===== config.mk =====
export PLATFORM = sky130hd
export DESIGN_NAME = vpu_top
export DESIGN_NICKNAME = d
export VERILOG_FILES = /design/src/common/vpu_pkg.sv /design/src/common/vpu_exec_if.sv /design/src/hw/vpu_exec/vpu_lane.sv /design/src/hw/vpu_exec/vpu_reduction_unit.sv /design/src/hw/vpu_exec/vpu_exec_unit.sv /design/src/hw/vpu_axil_regs.sv /design/src/hw/vpu_result_store.sv /design/src/hw/vpu_top.sv
export SDC_FILE = /design/constraint.sdc
export NUM_CORES = 1
export LEC_CHECK = 0
export BUFFER_PORTS_ARGS = -buffer_cell sky130_fd_sc_hd__clkbuf_2
export CAP_MARGIN = 40
export CORE_MARGIN = 4
export CORE_UTILIZATION = 63
export DETAILED_ROUTE_END_ITERATION = 10
export HOLD_SLACK_MARGIN = 0.03
export PLACE_DENSITY = 0.79
export SLEW_MARGIN = 20
export SYNTH_ARGS = -nofsm -noshare
export SYNTH_HDL_FRONTEND = slang
export SYNTH_HIERARCHICAL = 1
export SYNTH_SLANG_ARGS = --single-unit

===== constraint.sdc =====
create_clock -name clk -period 3.4 [get_ports clk]
set_input_delay 0.68 -clock clk [delete_from_list [all_inputs] [get_ports clk]]
set_output_delay 0.68 -clock clk [all_outputs]
set_load 0.02 [all_outputs]

===== src/common/vpu_pkg.sv =====
package vpu_pkg;

    // ------------------------------------------------------------------------
    // Datapath geometry
    // ------------------------------------------------------------------------
    localparam int VLANE_CNT            = 4;
    localparam int OPERAND_WIDTH        = 8;
    localparam int EXEC_UNIT_DATA_WIDTH = 32;
    localparam int SRC_OPERAND_CNT      = 2;   // Operand A and operand B
    localparam int RED_WIDTH            = OPERAND_WIDTH + 2;  // Room for a 4-lane sum

    localparam int AXI_ADDR_WIDTH = 5;
    localparam int AXI_DATA_WIDTH = 32;
    localparam int AXI_STRB_WIDTH = AXI_DATA_WIDTH / 8;

    typedef logic [OPERAND_WIDTH-1:0]        lane_data_t;
    typedef logic [EXEC_UNIT_DATA_WIDTH-1:0] exec_data_t;
    typedef logic [RED_WIDTH-1:0]            red_data_t;
    typedef logic [7:0]                      op_cnt_t;

    typedef logic [AXI_ADDR_WIDTH-1:0] axi_addr_t;
    typedef logic [AXI_DATA_WIDTH-1:0] axi_data_t;
    typedef logic [AXI_STRB_WIDTH-1:0] axi_strb_t;
    typedef logic [1:0]                axi_resp_t;

    localparam axi_resp_t RESP_OKAY   = 2'b00;
    localparam axi_resp_t RESP_SLVERR = 2'b10;

    // ------------------------------------------------------------------------
    // Register map
    // ------------------------------------------------------------------------
    localparam axi_addr_t REG_OPA    = 5'h00;
    localparam axi_addr_t REG_OPB    = 5'h04;
    localparam axi_addr_t REG_CTRL   = 5'h08;   // Bits 2..0 op, write starts
    localparam axi_addr_t REG_STATUS = 5'h0C;   // Busy, done, count in 15..8
    localparam axi_addr_t REG_RESULT = 5'h10;

    // Codes below OP_RSUM are elementwise
    typedef enum logic [2:0] {
        OP_ADD  = 3'd0,
        OP_SUB  = 3'd1,
        OP_AND  = 3'd2,
        OP_OR   = 3'd3,
        OP_XOR  = 3'd4,
        OP_RSUM = 3'd5,
        OP_RMAX = 3'd6,
        OP_RMIN = 3'd7
    } vpu_op_e;

endpackage


===== src/common/vpu_exec_if.sv =====
interface vpu_exec_if import vpu_pkg::*; ();

    logic                       start;          // One-cycle pulse
    vpu_op_e                    op;
    exec_data_t                 opa;
    exec_data_t                 opb;
    logic [SRC_OPERAND_CNT-1:0] operand_valid;  // Bit 0 for A, bit 1 for B
    exec_data_t                 result;         // Valid with done only
    logic                       done;

    modport issue (
        output start, op, opa, opb, operand_valid
    );

    modport exec (
        input  start, op, opa, opb, operand_valid,
        output result, done
    );

    modport monitor (
        input start, result, done
    );

endinterface


===== src/hw/vpu_exec/vpu_lane.sv =====
module vpu_lane import vpu_pkg::*; (
    input  logic       clk,
    input  logic       rst_n,
    input  logic       start_i,
    input  vpu_op_e    op_i,
    input  lane_data_t opa_i,
    input  lane_data_t opb_i,
    output lane_data_t dout_o,
    output logic       done_o
);

    lane_data_t alu_res;

    // ------------------------------------------------------------------------
    // 8-bit ALU, no carry leaves the lane
    // ------------------------------------------------------------------------
    always_comb begin
        case (op_i)
            OP_ADD: begin
                alu_res = opa_i + opb_i;   // Wraps at 8 bits
            end
            OP_SUB: begin
                alu_res = opa_i - opb_i;
            end
            OP_AND: begin
                alu_res = opa_i & opb_i;
            end
            OP_OR: begin
                alu_res = opa_i | opb_i;
            end
            OP_XOR: begin
                alu_res = opa_i ^ opb_i;
            end
            default: begin
                alu_res = '0;              // Reductions are not handled here
            end
        endcase
    end

    // Result register, loaded on start only
    always_ff @(posedge clk) begin
        if (start_i)
            dout_o <= alu_res;
    end

    always_ff @(posedge clk) begin
        if (!rst_n)
            done_o <= 1'b0;
        else
            done_o <= start_i;             // One cycle latency
    end

endmodule


===== src/hw/vpu_exec/vpu_reduction_unit.sv =====
module vpu_reduction_unit import vpu_pkg::*; (
    input  logic       clk,
    input  logic       rst_n,
    input  logic       start_i,
    input  vpu_op_e    op_i,
    input  exec_data_t operand_i,
    output exec_data_t dout_o,
    output logic       done_o
);

    red_data_t lane_val [VLANE_CNT];
    red_data_t pair_q   [VLANE_CNT/2];
    vpu_op_e   op_s1_q;
    red_data_t fold_q;
    logic      s1_valid_q;
    logic      s2_valid_q;

    // Unsigned fold of two values, wide enough that the sum never wraps
    function automatic red_data_t fold(input vpu_op_e op, input red_data_t a,
                                       input red_data_t b);
        case (op)
            OP_RSUM: fold = a + b;
            OP_RMAX: fold = (a > b) ? a : b;
            OP_RMIN: fold = (a < b) ? a : b;
            default: fold = '0;
        endcase
    endfunction

    always_comb begin
        for (int k = 0; k < VLANE_CNT; k++)
            lane_val[k] = red_data_t'(operand_i[k*OPERAND_WIDTH +: OPERAND_WIDTH]);
    end

    // ------------------------------------------------------------------------
    // Stage 1 folds lane pairs, stage 2 folds the pairs
    // ------------------------------------------------------------------------
    always_ff @(posedge clk) begin
        if (start_i) begin
            for (int p = 0; p < VLANE_CNT/2; p++)
                pair_q[p] <= fold(op_i, lane_val[2*p], lane_val[2*p+1]);
            op_s1_q <= op_i;       // Op travels with the data
        end
        if (s1_valid_q)
            fold_q <= fold(op_s1_q, pair_q[0], pair_q[1]);
    end

    always_ff @(posedge clk) begin
        if (!rst_n) begin
            s1_valid_q <= 1'b0;
            s2_valid_q <= 1'b0;
        end else begin
            s1_valid_q <= start_i;
            s2_valid_q <= s1_valid_q;
        end
    end

    assign dout_o = exec_data_t'(fold_q);   // Zero-extended
    assign done_o = s2_valid_q;

endmodule


===== src/hw/vpu_exec/vpu_exec_unit.sv =====
module vpu_exec_unit import vpu_pkg::*; (
    input  logic      clk,
    input  logic      rst_n,
    vpu_exec_if.exec  exec_io
);

    exec_data_t           opa_m;
    exec_data_t           opb_m;
    exec_data_t           lane_dout;
    exec_data_t           red_dout;
    logic [VLANE_CNT-1:0] lane_done;
    logic                 red_done;
    logic                 is_elem;

    // Unwritten operands count as zero
    assign opa_m = exec_io.operand_valid[0] ? exec_io.opa : '0;
    assign opb_m = exec_io.operand_valid[1] ? exec_io.opb : '0;

    // ------------------------------------------------------------------------
    // Elementwise lanes
    // ------------------------------------------------------------------------
    for (genvar k = 0; k < VLANE_CNT; k++) begin : g_lane
        vpu_lane u_lane (
            .clk     (clk),
            .rst_n   (rst_n),
            .start_i (exec_io.start),
            .op_i    (exec_io.op),
            .opa_i   (opa_m[k*OPERAND_WIDTH +: OPERAND_WIDTH]),
            .opb_i   (opb_m[k*OPERAND_WIDTH +: OPERAND_WIDTH]),
            .dout_o  (lane_dout[k*OPERAND_WIDTH +: OPERAND_WIDTH]),
            .done_o  (lane_done[k])
        );
    end

    vpu_reduction_unit u_reduction (
        .clk       (clk),
        .rst_n     (rst_n),
        .start_i   (exec_io.start),
        .op_i      (exec_io.op),
        .operand_i (opa_m),          // Reductions fold operand A only
        .dout_o    (red_dout),
        .done_o    (red_done)
    );

    assign is_elem = (exec_io.op < OP_RSUM);

    // All lanes run in lockstep, lane 0 speaks for them
    always_comb begin
        if (is_elem) begin
            exec_io.result = lane_dout;
            exec_io.done   = lane_done[0];
        end else begin
            exec_io.result = red_dout;
            exec_io.done   = red_done;
        end
    end

endmodule


===== src/hw/vpu_axil_regs.sv =====
module vpu_axil_regs import vpu_pkg::*; (
    input  logic       clk,
    input  logic       rst_n,

    input  axi_addr_t  s_awaddr_i,
    input  logic       s_awvalid_i,
    output logic       s_awready_o,
    input  axi_data_t  s_wdata_i,
    input  axi_strb_t  s_wstrb_i,
    input  logic       s_wvalid_i,
    output logic       s_wready_o,
    output axi_resp_t  s_bresp_o,
    output logic       s_bvalid_o,
    input  logic       s_bready_i,
    input  axi_addr_t  s_araddr_i,
    input  logic       s_arvalid_i,
    output logic       s_arready_o,
    output axi_data_t  s_rdata_o,
    output axi_resp_t  s_rresp_o,
    output logic       s_rvalid_o,
    input  logic       s_rready_i,

    vpu_exec_if.issue  exec_o,
    input  logic       busy_i,
    input  logic       done_flag_i,
    input  op_cnt_t    op_cnt_i,
    input  exec_data_t result_i
);

    exec_data_t                 opa_q;
    exec_data_t                 opb_q;
    vpu_op_e                    op_q;
    logic [SRC_OPERAND_CNT-1:0] opnd_valid_q;
    logic                       start_q;

    logic      wr_accept;
    logic      wr_hs;
    logic      wr_ok;
    logic      start_req;
    logic      rd_hs;
    axi_data_t rdata_d;
    axi_resp_t rresp_d;

    // ------------------------------------------------------------------------
    // Write channel
    // ------------------------------------------------------------------------
    assign wr_accept = s_awvalid_i && s_wvalid_i && !s_awready_o && !s_bvalid_o;
    assign wr_hs     = s_awready_o && s_awvalid_i && s_wready_o && s_wvalid_i;
    assign start_req = wr_hs && (s_awaddr_i == REG_CTRL) && !busy_i && !start_q;

    always_comb begin
        case (s_awaddr_i)
            REG_OPA, REG_OPB, REG_CTRL: wr_ok = 1'b1;
            default:                    wr_ok = 1'b0;   // RESULT and STATUS too
        endcase
    end

    always_ff @(posedge clk) begin
        if (!rst_n) begin
            s_awready_o <= 1'b0;
            s_wready_o  <= 1'b0;
            s_bvalid_o  <= 1'b0;
            s_bresp_o   <= RESP_OKAY;
        end else begin
            s_awready_o <= wr_accept;
            s_wready_o  <= wr_accept;
            if (wr_hs) begin
                s_bvalid_o <= 1'b1;
                s_bresp_o  <= wr_ok ? RESP_OKAY : RESP_SLVERR;
            end else if (s_bready_i) begin
                s_bvalid_o <= 1'b0;
            end
        end
    end

    always_ff @(posedge clk) begin
        if (!rst_n) begin
            opa_q        <= '0;
            opb_q        <= '0;
            op_q         <= OP_ADD;
            opnd_valid_q <= '0;
            start_q      <= 1'b0;
        end else begin
            start_q <= start_req;      // Pulse in the cycle after the handshake
            if (start_q)
                opnd_valid_q <= '0;
            if (start_req)
                op_q <= vpu_op_e'(s_wdata_i[2:0]);
            if (wr_hs && s_awaddr_i == REG_OPA) begin
                for (int b = 0; b < AXI_STRB_WIDTH; b++)
                    if (s_wstrb_i[b])
                        opa_q[b*8 +: 8] <= s_wdata_i[b*8 +: 8];
                opnd_valid_q[0] <= 1'b1;
            end
            if (wr_hs && s_awaddr_i == REG_OPB) begin
                for (int b = 0; b < AXI_STRB_WIDTH; b++)
                    if (s_wstrb_i[b])
                        opb_q[b*8 +: 8] <= s_wdata_i[b*8 +: 8];
                opnd_valid_q[1] <= 1'b1;
            end
        end
    end

    assign exec_o.start         = start_q;
    assign exec_o.op            = op_q;
    assign exec_o.opa           = opa_q;
    assign exec_o.opb           = opb_q;
    assign exec_o.operand_valid = opnd_valid_q;

    // ------------------------------------------------------------------------
    // Read channel
    // ------------------------------------------------------------------------
    assign rd_hs = s_arready_o && s_arvalid_i;

    always_comb begin
        rdata_d = '0;
        rresp_d = RESP_OKAY;
        case (s_araddr_i)
            REG_OPA:    rdata_d = opa_q;
            REG_OPB:    rdata_d = opb_q;
            REG_CTRL:   rdata_d = axi_data_t'(op_q);
            REG_STATUS: begin
                rdata_d[0]    = busy_i;
                rdata_d[1]    = done_flag_i;
                rdata_d[15:8] = op_cnt_i;
            end
            REG_RESULT: rdata_d = result_i;
            default:    rresp_d = RESP_SLVERR;   // Data stays zero
        endcase
    end

    always_ff @(posedge clk) begin
        if (!rst_n) begin
            s_arready_o <= 1'b0;
            s_rvalid_o  <= 1'b0;
            s_rdata_o   <= '0;
            s_rresp_o   <= RESP_OKAY;
        end else if (rd_hs) begin
            s_arready_o <= 1'b0;
            s_rvalid_o  <= 1'b1;
            s_rdata_o   <= rdata_d;
            s_rresp_o   <= rresp_d;
        end else if (s_rvalid_o) begin
            if (s_rready_i) begin
                s_rvalid_o  <= 1'b0;
                s_arready_o <= 1'b1;
            end
        end else begin
            s_arready_o <= 1'b1;
        end
    end

endmodule


===== src/hw/vpu_result_store.sv =====
module vpu_result_store import vpu_pkg::*; (
    input  logic        clk,
    input  logic        rst_n,
    vpu_exec_if.monitor mon_i,
    output logic        busy_o,
    output logic        done_flag_o,
    output op_cnt_t     op_cnt_o,
    output exec_data_t  result_o
);

    // ------------------------------------------------------------------------
    // Status flags
    // ------------------------------------------------------------------------
    always_ff @(posedge clk) begin
        if (!rst_n) begin
            busy_o      <= 1'b0;
            done_flag_o <= 1'b0;
        end else begin
            if (mon_i.done)
                busy_o <= 1'b0;
            else if (mon_i.start)
                busy_o <= 1'b1;

            // Sticky until the next operation starts
            if (mon_i.start)
                done_flag_o <= 1'b0;
            else if (mon_i.done)
                done_flag_o <= 1'b1;
        end
    end

    // Result is only valid in the done cycle, hold it for read-back
    always_ff @(posedge clk) begin
        if (!rst_n) begin
            op_cnt_o <= '0;
            result_o <= '0;
        end else if (mon_i.done) begin
            op_cnt_o <= op_cnt_o + 1'b1;   // Wraps at 256
            result_o <= mon_i.result;
        end
    end

endmodule


===== src/hw/vpu_top.sv =====
module vpu_top import vpu_pkg::*; (
    input  logic      clk,
    input  logic      rst_n,

    input  axi_addr_t s_awaddr_i,
    input  logic      s_awvalid_i,
    output logic      s_awready_o,
    input  axi_data_t s_wdata_i,
    input  axi_strb_t s_wstrb_i,
    input  logic      s_wvalid_i,
    output logic      s_wready_o,
    output axi_resp_t s_bresp_o,
    output logic      s_bvalid_o,
    input  logic      s_bready_i,
    input  axi_addr_t s_araddr_i,
    input  logic      s_arvalid_i,
    output logic      s_arready_o,
    output axi_data_t s_rdata_o,
    output axi_resp_t s_rresp_o,
    output logic      s_rvalid_o,
    input  logic      s_rready_i
);

    logic       busy;
    logic       done_flag;
    op_cnt_t    op_cnt;
    exec_data_t result;

    vpu_exec_if exec_if ();

    // ------------------------------------------------------------------------
    // Register front end
    // ------------------------------------------------------------------------
    vpu_axil_regs u_axil_regs (
        .clk         (clk),
        .rst_n       (rst_n),
        .s_awaddr_i  (s_awaddr_i),
        .s_awvalid_i (s_awvalid_i),
        .s_awready_o (s_awready_o),
        .s_wdata_i   (s_wdata_i),
        .s_wstrb_i   (s_wstrb_i),
        .s_wvalid_i  (s_wvalid_i),
        .s_wready_o  (s_wready_o),
        .s_bresp_o   (s_bresp_o),
        .s_bvalid_o  (s_bvalid_o),
        .s_bready_i  (s_bready_i),
        .s_araddr_i  (s_araddr_i),
        .s_arvalid_i (s_arvalid_i),
        .s_arready_o (s_arready_o),
        .s_rdata_o   (s_rdata_o),
        .s_rresp_o   (s_rresp_o),
        .s_rvalid_o  (s_rvalid_o),
        .s_rready_i  (s_rready_i),
        .exec_o      (exec_if.issue),
        .busy_i      (busy),
        .done_flag_i (done_flag),
        .op_cnt_i    (op_cnt),
        .result_i    (result)
    );

    vpu_exec_unit u_exec_unit (
        .clk     (clk),
        .rst_n   (rst_n),
        .exec_io (exec_if.exec)
    );

    // Status and captured result, read back through STATUS and RESULT
    vpu_result_store u_result_store (
        .clk         (clk),
        .rst_n       (rst_n),
        .mon_i       (exec_if.monitor),
        .busy_o      (busy),
        .done_flag_o (done_flag),
        .op_cnt_o    (op_cnt),
        .result_o    (result)
    );

endmodule


Yosys cells after proc, flatten, opt, wreduce, memory -nomap -nowiden:

Memory sizes are Yosys's and may differ from the RTL's.
Cells that the tools add are included.

* flip-flop bits (word level): 199
* memory bits (writable): 20
* bits of input ports: 53
* logic and storage cells: 154
* memories: 1

Memories
* u_exec_unit.u_reduction.pair_q: depth 2, bits a word 10, read ports 2, clocked after memory_dff 0, write ports 2, RTL line vpu_reduction_unit.sv:12 `red_data_t pair_q [VLANE_CNT/2];`

* $add $sub $neg: 12
* magnitude comparators: 7
* equality and inequality tests: 17
* mux-type cells: 38
* bitwise gates (word level): 13
* reduce and logical (&&, ||, !) cells: 35

Operators with widths (count)
* $pmux W8 S5: 4
* $mux W32: 3
* $pmux W10 S3: 2
* $pmux W16 S3: 1
* $mux W10: 4
* $add A8 B8 Y8: 4
* $and A8 B8 Y8: 4
* $mux W8: 4
* $or A8 B8 Y8: 4
* $pmux W8 S4: 1
* $sub A8 B8 Y8: 4
* $xor A8 B8 Y8: 4
* $pmux W9 S3: 1
* $pmux W6 S4: 1
* $eq A3 B3 Y1 const B: 7
* $add A8 B8 Y9: 2
* $gt A8 B8 Y1: 2
* $lt A8 B8 Y1: 2
* $reduce_and A2 Y1: 8
* $eq A5 B4 Y1 const B: 3
* $mux W1: 13
* $logic_and A1 B1 Y1: 12
* $add A10 B10 Y10: 1
* $eq A5 B3 Y1 const B: 2
* 18 further kinds: 29

Logic depth before layout (Yosys ltp):

Gate-level depths: netlist (run 1).

* depth in word-level cells: 6
* depth in mapped cells: 13

By module:

The synthesis (run 1) kept the hierarchy.

By module, submodules not included
* vpu_axil_regs: times used 1, cells each 537, area an instance 5091.1 um^2, seq. area each 2162.1 um^2
* vpu_reduction_unit: times used 1, cells each 393, area an instance 3676.0 um^2, seq. area each 970.9 um^2
* vpu_lane (u_exec_unit.g_lane[0].u_lane ...): times used 3, cells each 130, area an instance 1173.6 um^2, seq. area each 260.2 um^2
* vpu_result_store: times used 1, cells each 146, area an instance 1631.6 um^2, seq. area each 840.8 um^2
* vpu_lane (u_exec_unit.g_lane[3].u_lane): times used 1, cells each 128, area an instance 1181.1 um^2, seq. area each 260.2 um^2
* vpu_exec_unit: times used 1, cells each 107, area an instance 844.6 um^2, seq. area each 0.0 um^2

Worst setup path after synthesis (run 1):

OpenSTA, ideal clock, no wires.

* kind: reg2reg
* start: register u_axil_regs.op_q[1] (netlist: u_axil_regs/exec_o.op[1])
* end: register u_exec_unit.g_lane[3].u_lane.dout_o[6] (data pin)
* library setup time: 0.265 ns
* arrival time: 2.854 ns
* slack: 0.280 ns
* stages on the path, launching flop included: 10
* path buffers: 0
* cells stage by stage: dfxtp_1 > nor3_4 > mux2_2 > fa_1 > nor2b_4 > o21ai_2 > nand2b_1 > a21oi_1 > mux2i_1 > or3_1

* word-level cells in the longest chain between the ends: 2
* elaborated cells on any way between the ends: 6
* those cells by class: eq/ne: 4; mux: 1; reduce/logical: 1

RTL lines
* start, declared: RTL line vpu_axil_regs.sv:32 `vpu_op_e op_q;`
* start signal, assigned: RTL line vpu_axil_regs.sv:88 `op_q <= vpu_op_e'(s_wdata_i[2:0]);`
* $eq A3 B3 Y1 (tied with other cells): RTL line vpu_lane.sv:18 `case (op_i)`
* $pmux W8 S5 (*): RTL line vpu_lane.sv:18
* named net u_exec_unit.g_lane[3].u_lane.alu_res[6]: RTL line vpu_lane.sv:12 `lane_data_t alu_res;`
* end signal, assigned: RTL line vpu_lane.sv:43 `dout_o <= alu_res;`
* end, declared: RTL line vpu_lane.sv:8 `output lane_data_t dout_o,`

Mark *: on every way through the listed nets, which the timed path passes. The rest lies on a longest branch.
A chain may end at the register's enable or synchronous reset.

Final worst setup path (run 1):

* start: register u_axil_regs.opnd_valid_q[1] (netlist: u_axil_regs/exec_o.operand_valid[1])
* end: register u_exec_unit.g_lane[0].u_lane.dout_o[6] (data pin)

* word-level cells in the longest chain between the ends: 3
* elaborated cells on any way between the ends: 7
* those cells by class: add/sub: 2; mux: 2; bitwise: 3

RTL lines
* start, declared: RTL line vpu_axil_regs.sv:33 `logic [SRC_OPERAND_CNT-1:0] opnd_valid_q;`
* start signal, assigned: RTL line vpu_axil_regs.sv:81 `opnd_valid_q <= '0;`
* start signal, assigned: RTL line vpu_axil_regs.sv:86 `opnd_valid_q <= '0;`
* start signal, assigned: RTL line vpu_axil_regs.sv:99 `opnd_valid_q[1] <= 1'b1;`
* $mux W32 (*): RTL line vpu_exec_unit.sv:17 `assign opb_m = exec_io.operand_valid[1] ? exec_io.opb : '0;`
* named net u_exec_unit.opb_m[0]: RTL line vpu_exec_unit.sv:8 `exec_data_t opb_m;`
* $sub A8 B8 Y8 or $add A8 B8 Y8 (tied branches): RTL line vpu_lane.sv:23, vpu_lane.sv:20
* $pmux W8 S5 (*): RTL line vpu_lane.sv:18
* named net u_exec_unit.g_lane[0].u_lane.alu_res[6]: RTL line vpu_lane.sv:12
* end signal, assigned: RTL line vpu_lane.sv:43
* end, declared: RTL line vpu_lane.sv:8

Marks and branches as above.

==> results.sh, run 1 <==
export IMPL_status="complete, no violations"
export IMPL_drc=0
export IMPL_worst_path_buf_inv=2
export IMPL_insertion_delay_ns=0.54
export IMPL_crit_family="simple AND/OR/NAND/NOR gates"
export IMPL_initial_core_util_pct=64.7
export IMPL_crit_type="flip-flop to flip-flop"
export IMPL_portBuffers=91
export IMPL_synth_area_um2=15900
export IMPL_fin_crit_ns=3.18
export IMPL_drtPass1Iterations=5
export IMPL_rsz0062_at_grt="no"
export IMPL_p_leak_nw=7.22
export IMPL_start_kind="flip-flop"
export IMPL_grt_pass1_vias=12700
export IMPL_cp_arrival_ns=3.45
export IMPL_grt_use_total_pct=29.4
export IMPL_layout_nets=1991
export IMPL_period_share_pct=93.4
export IMPL_tightestPinTransition_ns=0.749
export IMPL_die_w_um=167
export IMPL_area_growth_pct=9.65
export IMPL_cts_resized=0
export IMPL_min_path_type="primary input to flip-flop"
export IMPL_cts_sinks=216
export IMPL_yosys_warnings=6
export IMPL_path_clk_slew_ns=0.06
export IMPL_cts_inserted_buffers=24
export IMPL_finalSetupViolCount=0
export IMPL_gp_congestion=0.934
export IMPL_ios=94
export IMPL_avgSynthCellArea_um2=9.36
export IMPL_slew_violations=0
export IMPL_critPathMaxStageDelay_ns=0.42
export IMPL_cp_cell_sequence="buf_4 > and2_1 > inv_1 > ha_1 > mux2_2 > fa_1 > nor2b_1 > o21ai_1 > nand2b_1 > a21oi_1 > mux2i_1 > or3_1"
export IMPL_hold_violations=0
export IMPL_relSlewSlack_pct=50.1
export IMPL_dieArea_um2=27800
export IMPL_avgViaCountPerCell=6.14
export IMPL_cts_setup_buffers=0
export IMPL_vdd_ir_drop_max_mv=0.434
export IMPL_wl_um=42900
export IMPL_cap_viol_max_count=0
export IMPL_die_height_um=167
export IMPL_grt_pass1_wl_um=67400
export IMPL_hold_slack_ns=0.375
export IMPL_core_area_um2=24500
export IMPL_drtAntennaViolNets=0
export IMPL_n_antenna_cell=0
export IMPL_max_freq_mhz=315
export IMPL_post_place_ws_ns=0.242
export IMPL_wire_per_inst_um=20.2
export IMPL_cp_required_ns=3.68
export IMPL_antenna_found_initial=0
export IMPL_cts_root_buffer="clkbuf_16"
export IMPL_crit_fanout=33
export IMPL_drive_gt1_share_pct=16.9
export IMPL_grt_max_degree=85
export IMPL_cts_path_max_buffers=3
export IMPL_synthCells=1695
export IMPL_cts_tree="built"
export IMPL_critPathSlowestCell="fa_1"
export IMPL_power_density_nw_per_um2=312
export IMPL_overflow=0
export IMPL_fin_ws_ns=0.224
export IMPL_rows=57
export IMPL_dp_hpwl_um=31300
export IMPL_fin_tns_setup_ns=0
export IMPL_cts_max_level=1
export IMPL_dr_first_iter_drc_count=1053
export IMPL_cts_hold_buffers_added=0
export IMPL_fin_skew_ns=0.0128
export IMPL_vias=13100
export IMPL_end_kind="flip-flop"
worst min-delay path, cell delays in order:
cell,delay (ns)
clkbuf_2,0.10
nand2_1,0.05
nor4_1,0.04
per-stage QoR:
step	instance area, µm²	instances	power, mW	util, %
detailed placement	16600	2081	2.97	67.7
global placement	16600	2080	2.97	67.6
CTS	17400	2125	5.47	70.8
global route	17400	2126	5.61	70.9
finish	17400	2126	5.44	70.9
floorplan	15900	1717	2.90	-
layer usage:
| metal | share of wire (%) | vias up | GRT usage (%) |
|---|---|---|---|
| li1 | - | 6166 | - |
| met4 | 4.3 | 0 | 12.0 |
| met3 | 6.3 | 124 | 4.17 |
| met1 | 43 | 6239 | 38.5 |
| met2 | 47 | 521 | 49.1 |
| met5 | 0 | - | 0 |
worst paths after layout:
check                                                   startpoint                                                to  slack (ns)  cells after the start
hold / removal                                         s_awvalid_i                 u_axil_regs/s_wready_o$_SDFF_PN0_        0.37                      3
hold reg to reg                u_axil_regs/s_bvalid_o$_SDFFE_PN0P_                 u_axil_regs/s_wready_o$_SDFF_PN0_        0.45                      1
setup / recovery  u_axil_regs/exec_o.operand_valid[1]$_SDFFE_PN0P_  u_exec_unit/g_lane[0].u_lane/dout_o[6]$_DFFE_PP_        0.22                     12
setup reg to reg  u_axil_regs/exec_o.operand_valid[1]$_SDFFE_PN0P_  u_exec_unit/g_lane[0].u_lane/dout_o[6]$_DFFE_PP_        0.22                     12
layout by cell type (no fill, tap or decap), types with 8 or more instances in the layout:
cell       count
xor2_1        13
a22oi_1       32
ha_1         147
dfxtp_1      149
o221ai_1      17
nor2_1        54
mux2_2        57
nand3b_1      17
nand3_2        8
a22o_1        14
nand4_1       12
o22ai_1       29
a31oi_1       18
inv_1        116
nor3_1         8
o2bb2ai_1      8
clkbuf_16     25
nand2_1      150
buf_4         50
a21o_1        10
clkbuf_2      90
o21ai_0       52
or4bb_1       13
a21oi_1       84
nand3_1       23
conb_1        24
mux2i_1      151
and2_1        74
nor2b_1       48
o21ai_1        9
o211ai_1      11
nand2b_1      16
xnor2_1       51
edfxtp_1      63
state kept, by name (all words and copies together) (netlist names), 2 cells and up:
| signal | cells |
|---|---|
| u_axil_regs/exec_o.op | 3 |
| u_exec_unit/u_reduction/fold_q | 10 |
| u_axil_regs/s_rdata_o | 32 |
| u_exec_unit/u_reduction/pair_q | 18 |
| u_axil_regs/exec_o.opa | 32 |
| u_exec_unit/g_lane.u_lane/dout_o | 32 |
| u_axil_regs/exec_o.opb | 32 |
| u_result_store/op_cnt_o | 8 |
| u_exec_unit/u_reduction/op_s1_q | 3 |
| u_axil_regs/exec_o.operand_valid | 2 |
| u_result_store/result_o | 32 |
layout make-up:
cell class                 count  area, µm²
multi-input combinational   1279       9940
fill                        1902       7140
sequential                   216       4960
timing repair buffer         142        881
clock buffer                  32        672
inverter                     121        454
tap                          324        405
clock inverter                12       90.1
where the power goes:
group | total, mW | switching [mW] | internal (mW)
registers | 2.66 | 0.0128 | 2.65
logic | 0.260 | 0.174 | 0.0860
clock network | 2.51 | 1.11 | 1.41
Note: power is estimated with default switching activity, not from simulation.
==> run 2: changes to the inputs <==
Settings changed: ABC_AREA from default to 1, GPL_TIMING_DRIVEN from default to 0.
==> results.sh, run 2 <==
export IMPL_die_height_um=170
export IMPL_cp_arrival_ns=3.51
export IMPL_reg2reg_depth=17
export IMPL_fin_crit_ns=3.22
export IMPL_cts_tree="built"
export IMPL_vias=17100
export IMPL_dr_first_iter_drc_count=2056
export IMPL_grt_pass1_wl_um=81400
export IMPL_n_antenna_cell=0
export IMPL_ios=94
export IMPL_avgViaCountPerCell=5.86
export IMPL_hold_violations=0
export IMPL_place_inst=2868
export IMPL_fin_skew_ns=0.0193
export IMPL_antenna_found_initial=1
export IMPL_gp_congestion=0.980
export IMPL_finish_utilization_pct=70.9
export IMPL_hold_depth=3
export IMPL_overflow=0
export IMPL_final_cell_mix="nand2_1, inv_1, nand3_1, nor2_1, a21oi_1"
export IMPL_cp_cell_sequence="buf_2 > nand2_1 > inv_1 > inv_1 > ha_1 > inv_1 > nor3_1 > nand3_1 > nand2_1 > xor2_1 > ha_1 > a21oi_1 > nand2_1 > a21oi_1 > nand3_1 > nand3_1 > nand2_1"
export IMPL_path_clk_slew_ns=0.06
export IMPL_cts_inserted_buffers=25
export IMPL_cts_path_max_buffers=3
export IMPL_portBuffers=87
export IMPL_rows=59
export IMPL_drive_gt1_share_pct=11.4
export IMPL_status="complete, no violations"
export IMPL_cts_setup_buffers=0
export IMPL_cts_sinks=216
export IMPL_wire_per_inst_um=17.9
export IMPL_cts_resized=0
export IMPL_initial_core_util_pct=63.8
export IMPL_cp_required_ns=3.68
export IMPL_drtPass1Iterations=9
export IMPL_cts_hold_buffers_added=0
export IMPL_avgSynthCellArea_um2=6.84
export IMPL_placed_cell_area_um2=17500
export IMPL_cpMostUsedCell="nand2_1"
export IMPL_dp_hpwl_um=40200
export IMPL_finalSetupViolCount=0
export IMPL_vdd_ir_drop_max_mv=0.445
export IMPL_tightestPinTransition_ns=0.802
export IMPL_insertion_delay_ns=0.54
export IMPL_instances_no_fill=2914
export IMPL_crit_type="flip-flop to flip-flop"
export IMPL_end_kind="flip-flop"
export IMPL_fin_area_um2=18400
export IMPL_n_fill_cell=2256
export IMPL_crit_fanout=10
export IMPL_max_freq_mhz=310
export IMPL_final_common_cell="nand2_1"
export IMPL_die_w_um=170
export IMPL_yosys_warnings=6
export IMPL_start_kind="flip-flop"
export IMPL_min_path_type="primary input to flip-flop"
export IMPL_drc=0
export IMPL_power_density_nw_per_um2=314
export IMPL_period_share_pct=94.8
export IMPL_grt_max_degree=31
export IMPL_cts_root_buffer="clkbuf_16"
export IMPL_grt_use_total_pct=35.0
export IMPL_synth_area_um2=16600
export IMPL_power_mw=5.78
export IMPL_area_growth_pct=11.2
export IMPL_slew_violations=0
export IMPL_cap_viol_max_count=0
export IMPL_layout_nets=2767
export IMPL_relSlewSlack_pct=46.6
export IMPL_critPathSlowestCell="dfxtp_1"
export IMPL_critPathMaxStageDelay_ns=0.57
export IMPL_p_leak_nw=9.08
export IMPL_core_area_um2=26000
export IMPL_grt_pass1_vias=16000
export IMPL_rsz0062_at_grt="no"
export IMPL_wl_um=52300
export IMPL_synthCells=2423
export IMPL_fin_tns_setup_ns=0
export IMPL_dieArea_um2=29000
export IMPL_cts_max_level=1
export IMPL_drtAntennaViolNets=0
-- run 2: final cells by class --
type                    count  area (µm²)  area share (%)
clock buffers              30         697            3.78
multi-input cells        1785        9800            53.2
repair buffers             88         455            2.47
flip-flops and latches    216        4960            26.9
well taps                 335         419            2.27
inverters                 330        1240            6.72
clock inverters            16         194            1.05
plain buffers             114         663            3.60
-- run 2: worst paths after layout --
kind | start | end | slack [ns]
worst max register to register | u_axil_regs/exec_o.operand_valid[1]$_SDFFE_PN0P_ | u_exec_unit/g_lane[2].u_lane/dout_o[7]$_DFFE_PP_ | 0.18
worst min-delay path | s_awvalid_i | u_axil_regs/s_wready_o$_SDFF_PN0_ | 0.39
worst max-delay path | u_axil_regs/exec_o.operand_valid[1]$_SDFFE_PN0P_ | u_exec_unit/g_lane[2].u_lane/dout_o[7]$_DFFE_PP_ | 0.18
worst min register to register | u_axil_regs/s_rdata_o[22]$_SDFFE_PN0P_ | u_axil_regs/s_rdata_o[22]$_SDFFE_PN0P_ | 0.45
-- run 2: power breakdown --
| group | switching, mW | total [mW] | internal (mW) |
|---|---|---|---|
| logic | 0.173 | 0.242 | 0.0688 |
| clock network | 1.13 | 2.90 | 1.77 |
| registers | 0.00440 | 2.64 | 2.64 |
-- run 2: stage by stage --
step                setup WS [ns]  hold WS [ns]
floorplan                   0.907         0.453
global placement            0.158         0.439
detailed placement          0.317         0.438
CTS                         0.288         0.374
global route               0.0704         0.386
finish                      0.177         0.385
-- run 2: metal layers --
metal	GRT usage [%]	part of all wire, %	up-vias
met5	0	0.021	-
met4	14.4	4.8	2
met3	4.48	8.7	181
met2	60.2	47	836
met1	44.4	39	7883
li1	-	-	8170
-- run 2: critical path: cells and delay by family (launching register included) --
family / cells / cell delay [ns]
xor+xnor: 1 / 0.14
simple gates: 8 / 0.67
buf+inv: 4 / 0.64
compound gates: 2 / 0.41
fa+ha+maj: 2 / 0.53
flops: 1 / 0.57
